===== src/hdl/burstPkg.sv =====
`default_nettype none

package burstPkg;

    // word and address sizing
    localparam int DATA_WIDTH = 16;
    localparam int DEPTH_LOG2 = 5;

    // regular drain size
    localparam int BURST_LEN = 8;

    // idle cycles before a short tail gets pushed out
    localparam int FLUSH_TIMEOUT = 48;
    localparam int TIMER_WIDTH = 6;

    typedef enum logic [1:0] {
        IDLE,
        BURST,
        FLUSH
    } drainState;

endpackage

`default_nettype wire


===== src/hdl/fifoMemory.sv =====
`timescale 1ns/1ps
`default_nettype none

module fifoMemory (
    input  logic                            clk,
    input  logic                            writeEnable,
    input  logic [burstPkg::DEPTH_LOG2-1:0] writeAddr,
    input  logic [burstPkg::DATA_WIDTH-1:0] dataIn,
    input  logic [burstPkg::DEPTH_LOG2-1:0] readAddr,
    output logic [burstPkg::DATA_WIDTH-1:0] dataOut
);
    import burstPkg::*;

    logic [DATA_WIDTH-1:0] memory [(1 << DEPTH_LOG2)-1:0];

    // retimed write path, one stage ahead of the array
    logic [DEPTH_LOG2-1:0] writeAddrReg;
    logic [DATA_WIDTH-1:0] writeDataReg;
    logic                  writeEnableReg;

    always_ff @(posedge clk) begin
        writeAddrReg   <= writeAddr;
        writeDataReg   <= dataIn;
        writeEnableReg <= writeEnable;
    end

    always_ff @(posedge clk) begin
        if (writeEnableReg) begin
            memory[writeAddrReg] <= writeDataReg;
        end
    end

    // unregistered read, like an MLAB in show-ahead mode
    // reading the slot under write is not defined here
    assign dataOut = memory[readAddr];

endmodule

`default_nettype wire


===== src/hdl/fastFifo.sv =====
`timescale 1ns/1ps
`default_nettype none

module fastFifo (
    input  logic                            clk,
    input  logic                            rst,
    input  logic                            writeEnable,
    input  logic [burstPkg::DATA_WIDTH-1:0] dataIn,
    input  logic                            readRequest,
    output logic [burstPkg::DATA_WIDTH-1:0] dataOut,
    output logic                            dataOutValid,
    output logic [burstPkg::DEPTH_LOG2-1:0] level,
    output logic                            hasData,
    output logic                            full
);
    import burstPkg::*;

    logic [DEPTH_LOG2-1:0] writePtr;
    logic [DEPTH_LOG2-1:0] readPtr;
    logic [DEPTH_LOG2-1:0] validUpTo;
    logic [DEPTH_LOG2-1:0] writeNext;
    logic [DEPTH_LOG2-1:0] rawUsed;
    logic                  accepted;
    logic                  isReading;

    // one slot stays free, so full is writeNext catching up with readPtr
    assign writeNext = writePtr + 1'b1;
    assign full      = writeNext == readPtr;
    assign accepted  = writeEnable && !full;

    // what the reader may see lags the writer by the memory write latency
    assign level     = validUpTo - readPtr;
    assign hasData   = validUpTo != readPtr;
    assign rawUsed   = writePtr - readPtr;

    assign isReading    = readRequest && hasData;
    assign dataOutValid = isReading;

    always_ff @(posedge clk) begin
        if (rst) begin
            writePtr  <= '0;
            readPtr   <= '0;
            validUpTo <= '0;
        end else begin
            if (accepted) begin
                writePtr <= writeNext;
            end
            if (isReading) begin
                readPtr <= readPtr + 1'b1;
            end
            validUpTo <= writePtr;
        end
    end

    fifoMemory u_mem (
        .clk         (clk),
        .writeEnable (accepted),
        .writeAddr   (writePtr),
        .dataIn      (dataIn),
        .readAddr    (readPtr),
        .dataOut     (dataOut)
    );

    // the drain side must only pull when something is visible
    assertReadHasData: assert property (
        @(posedge clk) disable iff (rst) readRequest |-> hasData
    );

    // a level that wrapped past 31 would exceed the raw occupancy
    assertLevelBound: assert property (
        @(posedge clk) disable iff (rst) level <= rawUsed
    );

endmodule

`default_nettype wire


===== src/hdl/flushTimer.sv =====
`timescale 1ns/1ps
`default_nettype none

module flushTimer (
    input  logic clk,
    input  logic rst,
    input  logic writeEnable,
    input  logic full,
    input  logic hasData,
    input  logic drainStart,
    output logic expired
);
    import burstPkg::*;

    logic [TIMER_WIDTH-1:0] idleCount;
    logic                   restart;

    // fresh data or a new drain means the tail is not stale yet
    assign restart = (writeEnable && !full) || drainStart || !hasData;
    assign expired = idleCount == TIMER_WIDTH'(FLUSH_TIMEOUT);

    always_ff @(posedge clk) begin
        if (rst) begin
            idleCount <= '0;
        end else if (restart) begin
            idleCount <= '0;
        end else if (!expired) begin
            idleCount <= idleCount + 1'b1;
        end
    end

    // idle count stops at the timeout
    assertTimerBound: assert property (
        @(posedge clk) disable iff (rst)
        idleCount <= TIMER_WIDTH'(FLUSH_TIMEOUT)
    );

endmodule

`default_nettype wire


===== src/hdl/drainControl.sv =====
`timescale 1ns/1ps
`default_nettype none

module drainControl (
    input  logic                            clk,
    input  logic                            rst,
    input  logic                            drainHold,
    input  logic [burstPkg::DEPTH_LOG2-1:0] level,
    input  logic                            expired,
    output logic                            readRequest,
    output logic                            drainStart,
    output logic                            outLast
);
    import burstPkg::*;

    drainState             state;
    logic [DEPTH_LOG2-1:0] remaining;
    logic                  startBurst;
    logic                  startFlush;
    logic                  lastWord;

    // a full burst wins over a pending flush
    assign startBurst = !drainHold && (level >= DEPTH_LOG2'(BURST_LEN));
    assign startFlush = !drainHold && expired;

    assign drainStart = (state == IDLE) && (startBurst || startFlush);

    // one word per cycle for as long as a drain runs
    assign readRequest = state != IDLE;
    assign lastWord    = remaining == DEPTH_LOG2'(1);
    assign outLast     = readRequest && lastWord;

    always_ff @(posedge clk) begin
        if (rst) begin
            state     <= IDLE;
            remaining <= '0;
        end else begin
            case (state)
                IDLE: begin
                    if (startBurst) begin
                        state     <= BURST;
                        remaining <= DEPTH_LOG2'(BURST_LEN);
                    end else if (startFlush) begin
                        state     <= FLUSH;
                        remaining <= level;
                    end
                end
                BURST, FLUSH: begin
                    remaining <= remaining - 1'b1;
                    if (lastWord) begin
                        state <= IDLE;
                    end
                end
                default: begin
                    state <= IDLE;
                end
            endcase
        end
    end

    // a regular burst ends exactly BURST_LEN cycles after its start
    assertBurstLength: assert property (
        @(posedge clk) disable iff (rst)
        outLast && (state == BURST) |-> $past(drainStart, BURST_LEN)
    );

    // reads never begin without a start decision the cycle before
    assertReadAfterStart: assert property (
        @(posedge clk) disable iff (rst)
        $rose(readRequest) |-> $past(drainStart)
    );

endmodule

`default_nettype wire


===== src/hdl/burstBuffer.sv =====
`timescale 1ns/1ps
`default_nettype none

module burstBuffer (
    input  logic                            clk,
    input  logic                            rst,
    input  logic                            writeEnable,
    input  logic [burstPkg::DATA_WIDTH-1:0] dataIn,
    input  logic                            drainHold,
    output logic                            full,
    output logic                            outValid,
    output logic [burstPkg::DATA_WIDTH-1:0] outData,
    output logic                            outLast,
    output logic [burstPkg::DEPTH_LOG2-1:0] level
);

    logic hasData;
    logic readRequest;
    logic drainStart;
    logic expired;

    // the FIFO drops writes while full, so writeEnable goes in raw
    fastFifo u_fifo (
        .clk          (clk),
        .rst          (rst),
        .writeEnable  (writeEnable),
        .dataIn       (dataIn),
        .readRequest  (readRequest),
        .dataOut      (outData),
        .dataOutValid (outValid),
        .level        (level),
        .hasData      (hasData),
        .full         (full)
    );

    flushTimer u_timer (
        .clk         (clk),
        .rst         (rst),
        .writeEnable (writeEnable),
        .full        (full),
        .hasData     (hasData),
        .drainStart  (drainStart),
        .expired     (expired)
    );

    drainControl u_drain (
        .clk         (clk),
        .rst         (rst),
        .drainHold   (drainHold),
        .level       (level),
        .expired     (expired),
        .readRequest (readRequest),
        .drainStart  (drainStart),
        .outLast     (outLast)
    );

endmodule

`default_nettype wire


===== config.mk =====
export PLATFORM = sky130hd
export DESIGN_NAME = burstBuffer
export DESIGN_NICKNAME = d
export VERILOG_FILES = /design/src/hdl/burstPkg.sv /design/src/hdl/fifoMemory.sv /design/src/hdl/fastFifo.sv /design/src/hdl/flushTimer.sv /design/src/hdl/drainControl.sv /design/src/hdl/burstBuffer.sv
export SDC_FILE = /design/constraint.sdc
export NUM_CORES = 1
export LEC_CHECK = 0
export BUFFER_PORTS_ARGS = -buffer_cell sky130_fd_sc_hd__buf_4
export CAP_MARGIN = 20
export CELL_PAD_IN_SITES_DETAIL_PLACEMENT = 1
export CELL_PAD_IN_SITES_GLOBAL_PLACEMENT = 1
export CORE_MARGIN = 3
export CORE_UTILIZATION = 25
export DETAILED_ROUTE_END_ITERATION = 7
export PLACE_DENSITY_LB_ADDON = 0.1
export REMOVE_ABC_BUFFERS = 1
export SLEW_MARGIN = 20
export SYNTH_ARGS = -nofsm -noshare
export SYNTH_HDL_FRONTEND = slang
export SYNTH_HIERARCHICAL = 1
export SYNTH_SLANG_ARGS = --single-unit

===== constraint.sdc =====
create_clock -name clk -period 3.6 [get_ports clk]
set_input_delay 0.18 -clock clk [delete_from_list [all_inputs] [get_ports clk]]
set_output_delay 0.18 -clock clk [all_outputs]
set_load 0.05 [all_outputs]

Word-level counts from Yosys, hierarchy flattened
Memories as Yosys holds them, arrays and structs flattened. A register that Yosys moved wholly into a read port is not among the register bits.
Index checks and enable logic that the tools add are counted.
- input port bits: 20
- memories kept: 1
- RAM bits: 512
- flip-flop bits (word level): 50
- output and inout port bits: 24
- word-level logic and storage cells: 54
- mux-type cells: 11
- reduce and logical (&&, ||, !) cells: 19
- eq/ne operators: 8
- order comparisons: 1
- $add $sub $neg: 5
- memories (name ; depth ; bits a word ; rd ports ; clocked after Yosys merged registers in ; wr ports ; RTL line ; RTL):
    u_fifo.u_mem.memory ; 32 ; 16 ; 1 ; 1 ; 1 ; fifoMemory.sv:14 ; logic [DATA_WIDTH-1:0] memory [(1 << DEPTH_LOG2)-1:0];
- operators by type and width (kind ; number):
    5-bit 2-to-1 mux ; 4
    5-bit by 1-bit adder with 5-bit output, second input constant ; 2
    5-bit one-hot mux with 2 select lines ; 1
    6-bit by 1-bit adder with 6-bit output, second input constant ; 1
    6-bit equality test, second input constant ; 1
    1-bit logical AND ; 6
    2-bit 2-to-1 mux ; 3
    5-bit by 1-bit equality test with 1-bit output, second input constant ; 1
    5-bit equality test ; 1
    5-bit by 4-bit greater-or-equal comparator with 1-bit output, second input constant ; 1
    5-bit inequality test ; 1
    5-bit by 1-bit subtractor with 5-bit output, second input constant ; 1
    5-bit subtractor ; 1
    2-bit one-hot mux with 2 select lines ; 1
    2-bit AND reduction ; 2
    2-bit nonzero test ; 2
    2-bit OR reduction ; 2
    1-bit zero test ; 3
    1-bit logical OR ; 3
    3-bit by 1-bit inequality test with 1-bit output, second input constant ; 1
    2-bit by 1-bit equality test with 1-bit output, second input constant ; 1
    2-bit equality test, second input constant ; 1
    2-bit zero test ; 1
    1-bit 2-to-1 mux ; 2
    2-bit by 1-bit inequality test with 1-bit output, second input constant ; 1

Longest topological paths before layout
- depth in word-level cells: 8
- mapped depth: 12

Cells and area by module
The synthesis kept the hierarchy.
- by module, submodules not included (module ; seq. area each (um2) ; cells an instance ; times used ; area an instance (um2)):
    fifoMemory ; 15815.2 ; 1149 ; 1 ; 20656.1
    fastFifo ; 300.3 ; 89 ; 1 ; 854.6
    drainControl ; 140.1 ; 61 ; 1 ; 480.5
    flushTimer ; 120.1 ; 35 ; 1 ; 307.8

Worst setup path after synthesis
No wires, ideal clock.
- path kind: register to register
- from: register u_fifo.readPtr[2]
- to: register u_drain.remaining[0]
- library setup time: 74 ps
- path buffers: 0
- stages on the path, launching flop included: 10
- required time: 3526 ps
- path slack: 322 ps
- period minus slack after synthesis: 3278 ps
- arrival time: 3204 ps
- cells stage by stage: dfxtp_1 > inv_1 > ha_1 > a21o_1 > a21oi_1 > xnor2_1 > or4b_4 > o211ai_2 > or4b_1 > a31oi_1
- word-level cells in the longest chain between the ends: 5
- elaborated cells between the ends (all ways): 7
- classes of those cells: 1 x add/sub; 1 x order compare; 1 x eq/ne; 2 x mux; 2 x reduce/logical
- RTL lines (what ; RTL line ; RTL):
    from (decl) ; fastFifo.sv:19 ; logic [DEPTH_LOG2-1:0] readPtr;
    from (signal assigned) ; fastFifo.sv:49 ; readPtr <= readPtr + 1'b1;
    5-bit subtractor (*) ; fastFifo.sv:32 ; assign level = validUpTo - readPtr;
    net level, one bit ; burstBuffer.sv:14 ; output logic [burstPkg::DEPTH_LOG2-1:0] level
    5-bit by 4-bit greater-or-equal comparator with 1-bit output (*) ; drainControl.sv:23 ; assign startBurst = !drainHold && (level >= DEPTH_LOG2'(BURST_LEN));
    1-bit logical AND (*) ; drainControl.sv:23 ;
    5-bit 2-to-1 mux or 3-bit by 1-bit inequality test with 1-bit output (tied branches) ; n/a ;
    5-bit one-hot mux with 2 select lines or 2-bit AND reduction (tied branches) ; n/a ;
    to (signal assigned) ; drainControl.sv:42 ; remaining <= DEPTH_LOG2'(BURST_LEN);
    to (signal assigned) ; drainControl.sv:45 ; remaining <= level;
    to (signal assigned) ; drainControl.sv:49 ; remaining <= remaining - 1'b1;
    to (decl) ; drainControl.sv:17 ; logic [DEPTH_LOG2-1:0] remaining;
Mark *: on every way through the listed nets, which the timed path passes. The rest lies on a longest branch.
A chain may end at the register's enable or synchronous reset.

==> impl_metrics.yaml <==
finish:
  final_cell_mix: "512 x edfxtp_1, 256 x mux2i_1, 95 x buf_4"
  fillers: 9056
  final_common_cell: "edfxtp_1"
  nets: 1489
  seqCellArea_mm2: 0.0164
  drive_gt1_share_pct: 17.2
  final_util_pct: 30.3
  area_growth_pct: 18.9
  multi_input_area_mm2: 0.00544
  fin_cells: 2660
  design_area_mm2: 0.0265
  antennaDiodeCount: 0
routing:
  first_pass_iters: 7
  routed_via_density: 4.55
  drc: 0
  num_vias: 12100
  routed_wl_mm: 64.4
  drtAntennaViolNets: 0
  first_iter_violations: 565
  avgRoutedWirePerCell_um: 24.2
worst_setup_path:
  cp-endpoint: "outData[14]"
  crit_start: "u_fifo/readPtr[0]"
  crit_slowest_cell: "buf_4"
  path_common_cell: "buf_4"
  crit_required_ps: 3420
  path_cells: "buf_4, mux2i_1, a22o_1, nor3_1, a31oi_1, nand3_1, buf_4"
  reg2reg_depth: 9
  start_kind: "flop"
  cp_num_buf_inv: 2
  timing.rr.start: "u_fifo/readPtr[1]"
  crit_arrival_ps: 3160
  r2r_end: "u_drain/remaining[0]"
  path_depth: 7
  r2r_slack_ps: 570
  crit_fanout: 45
  slowest_delay_ps: 720
  critPathTopFamily: "buffers and inverters"
  cp-end-kind: "output port"
  critPathKind: "flop to output port"
synth:
  netlist.area_leader.share_pct: 68.9
  synthTopCellsByArea: "edfxtp_1 69%, mux2i_1 11%, dfxtp_1 4.5%, a22oi_1 2.2%, a22o_1 1.3%"
  ys_warn_count: 6
  synth_edf_count: 512
  yosysTopAreaCell: "edfxtp_1"
  synth_area_mm2: 0.0223
  synth-seq-area-share_pct: 73.4
  ys_async_sr_fraction_pct: 0
  synth_flop_cell: "edfxtp_1"
  syn_area_per_cell_um2: 16.7
  synth_cell_type_count: 59
  ys_ff_latch: 562
  postSynthCellCount: 1334
timing:
  fin_crit_sh_pct: 92.7
  finalMaxSlewViolations: 0
  finalSetupViolations: 0
  fin_worst_skew_ps: 22.7
  rsz0062_at_grt: "false"
  slew_headroom_pct: 32.1
  tightest_slew_ps: 1020
  hold_viol_final: 0
  max_freq_mhz: 300
  fin_crit_ps: 3340
floorplan:
  initial_core_util_pct: 25.5
  io_pins: 44
  design.core.area_mm2: 0.0876
  rows: 108
  die_area_mm2: 0.0928
  die_w_um: 305
  die_h_um: 305
clocking:
  cts.sinks: 562
  clock_path_buffers: 3
  cts_tree: "built"
  cts.reportedPaths.clkPinSlew_ps: 60
  cts_max_level: 3
  clockRootBuffer: "clkbuf_16"
  insertion_delay_ps: 590
  cts_buffers: 68
power:
  ir_drop_uv: 292
  p_per_area_mw_per_mm2: 547
  leakage_uw: 0.00803
placement:
  dp.cells: 2520
  place_hpwl_mm: 35.3
  io_buffers: 43
  routabilityCongestion: 0.696
  dpl_cell_area_mm2: 0.0242
global_routing:
  grt_max_degree: 90
  globalRouteTotalUtil_pct: 13.7
  grt_first_pass_wirelength_mm: 92.7
  grt_pass1_vias: 13000
  antenna_found_initial: 0
  grt-ovfl-total: 0
worst_hold_path:
  hp-class: "primary input to flop"
run:
  maxCapViolations: 0
run_status:
  status: "complete, no violations"
## final cells by class
class	count	share of cell area, %
sequential	562	61.8
multi-input combinational	685	20.5
clock buffer	95	7.08
tap	1155	5.45
timing repair buffer	123	4.05
clock inverter	23	0.812
inverter	17	0.241
## per-layer routing
layer  part of all wire (%)  track usage [%]  vias to the layer above  routed length, µm
met5                      0                0                        -                  0
met4                    2.4             3.75                        0               1520
met3                    2.5             1.87                       94               1610
met2                     46             22.1                      167              29900
met1                     49             19.3                     6358              31400
li1                       -                -                     5482                  -
## worst min path at each step
stage | from | endpoint | slack, ps | depth (start not counted)
6_report | dataIn[13] | u_fifo/u_mem/writeDataReg[13] | 230 | 2
5_1_grt | dataIn[1] | u_fifo/u_mem/writeDataReg[1] | 220 | 2
4_1_cts | dataIn[5] | u_fifo/u_mem/writeDataReg[5] | 190 | 2
3_5_place_dp | dataIn[8] | u_fifo/u_mem/writeDataReg[8] | 290 | 1
3_3_place_gp | dataIn[14] | u_fifo/u_mem/writeDataReg[14] | 280 | 1
2_1_floorplan | dataIn[0] | u_fifo/u_mem/writeDataReg[0] | 210 | 0
## flip-flops by register name, indices dropped and copies added, names as in the netlist
| name | count |
|---|---|
| u_fifo/u_mem/writeAddrReg | 5 |
| u_drain/state | 2 |
| u_fifo/validUpTo | 5 |
| u_fifo/readPtr | 5 |
| u_fifo/writePtr | 5 |
| u_timer/idleCount | 6 |
| u_fifo/u_mem/writeEnableReg | 1 |
| u_fifo/u_mem/writeDataReg | 16 |
| u_fifo/u_mem/memory | 512 |
| u_drain/remaining | 5 |
## cells in the mapped netlist (2+ instances only)
master	n
or4b_1	2
o21ai_0	8
mux2i_1	256
nor3_1	20
a31oi_1	17
nand2_1	43
a22o_1	32
nand3_1	39
or3_1	5
edfxtp_1	512
nor2_1	48
nand3b_1	5
nand4_1	20
buf_2	19
buf_6	6
buf_12	5
buf_8	6
a21oi_1	44
clkbuf_1	14
dfxtp_1	50
inv_1	17
buf_4	19
or3b_2	3
a22oi_1	64
ha_1	11
nor3b_1	2
nor2b_1	11
nand2b_1	6
xor2_1	6
o32ai_1	4
mux2_4	2
xnor2_1	10
a21o_1	2
## power breakdown
group,leakage [µW],switching [µW],internal [µW]
clock network,0.00103,2620,3910
logic,0.00199,423,225
registers,0.00502,111,7210
total,0.00803,3150,11300
## cells by family (layout without fill, tap and decap cells)
family | count (synthesis) | in the layout | synth area share, %
fa+ha+maj | 12 | 12 | 0.707
xor+xnor | 16 | 16 | 0.628
flops | 562 | 562 | 73.4
simple gates | 218 | 218 | 5.08
buf+inv | 87 | 258 | 2.77
mux | 259 | 259 | 11.7
compound gates | 180 | 180 | 5.71
## per-stage QoR
stage | hold WS, ps | total power, µW | setup TNS [ps] | setup WS [ps]
after floorplan | 208 | 7840 | -333230 | -8290
after global placement | 284 | 8100 | 0 | 589
after detailed placement | 286 | 8110 | 0 | 559
after CTS | 189 | 14800 | 0 | 35.0
after global routing | 218 | 15000 | 0 | 94.3
final | 235 | 14500 | 0 | 263
## timing repair
item	in CTS	in global routing
gates resized for setup	0	1
setup buffers	0	3
hold buffers	19	0
setup endpoints to repair	0	6
hold endpoints to repair	30	0
Note: power is estimated with default switching activity, not from simulation.
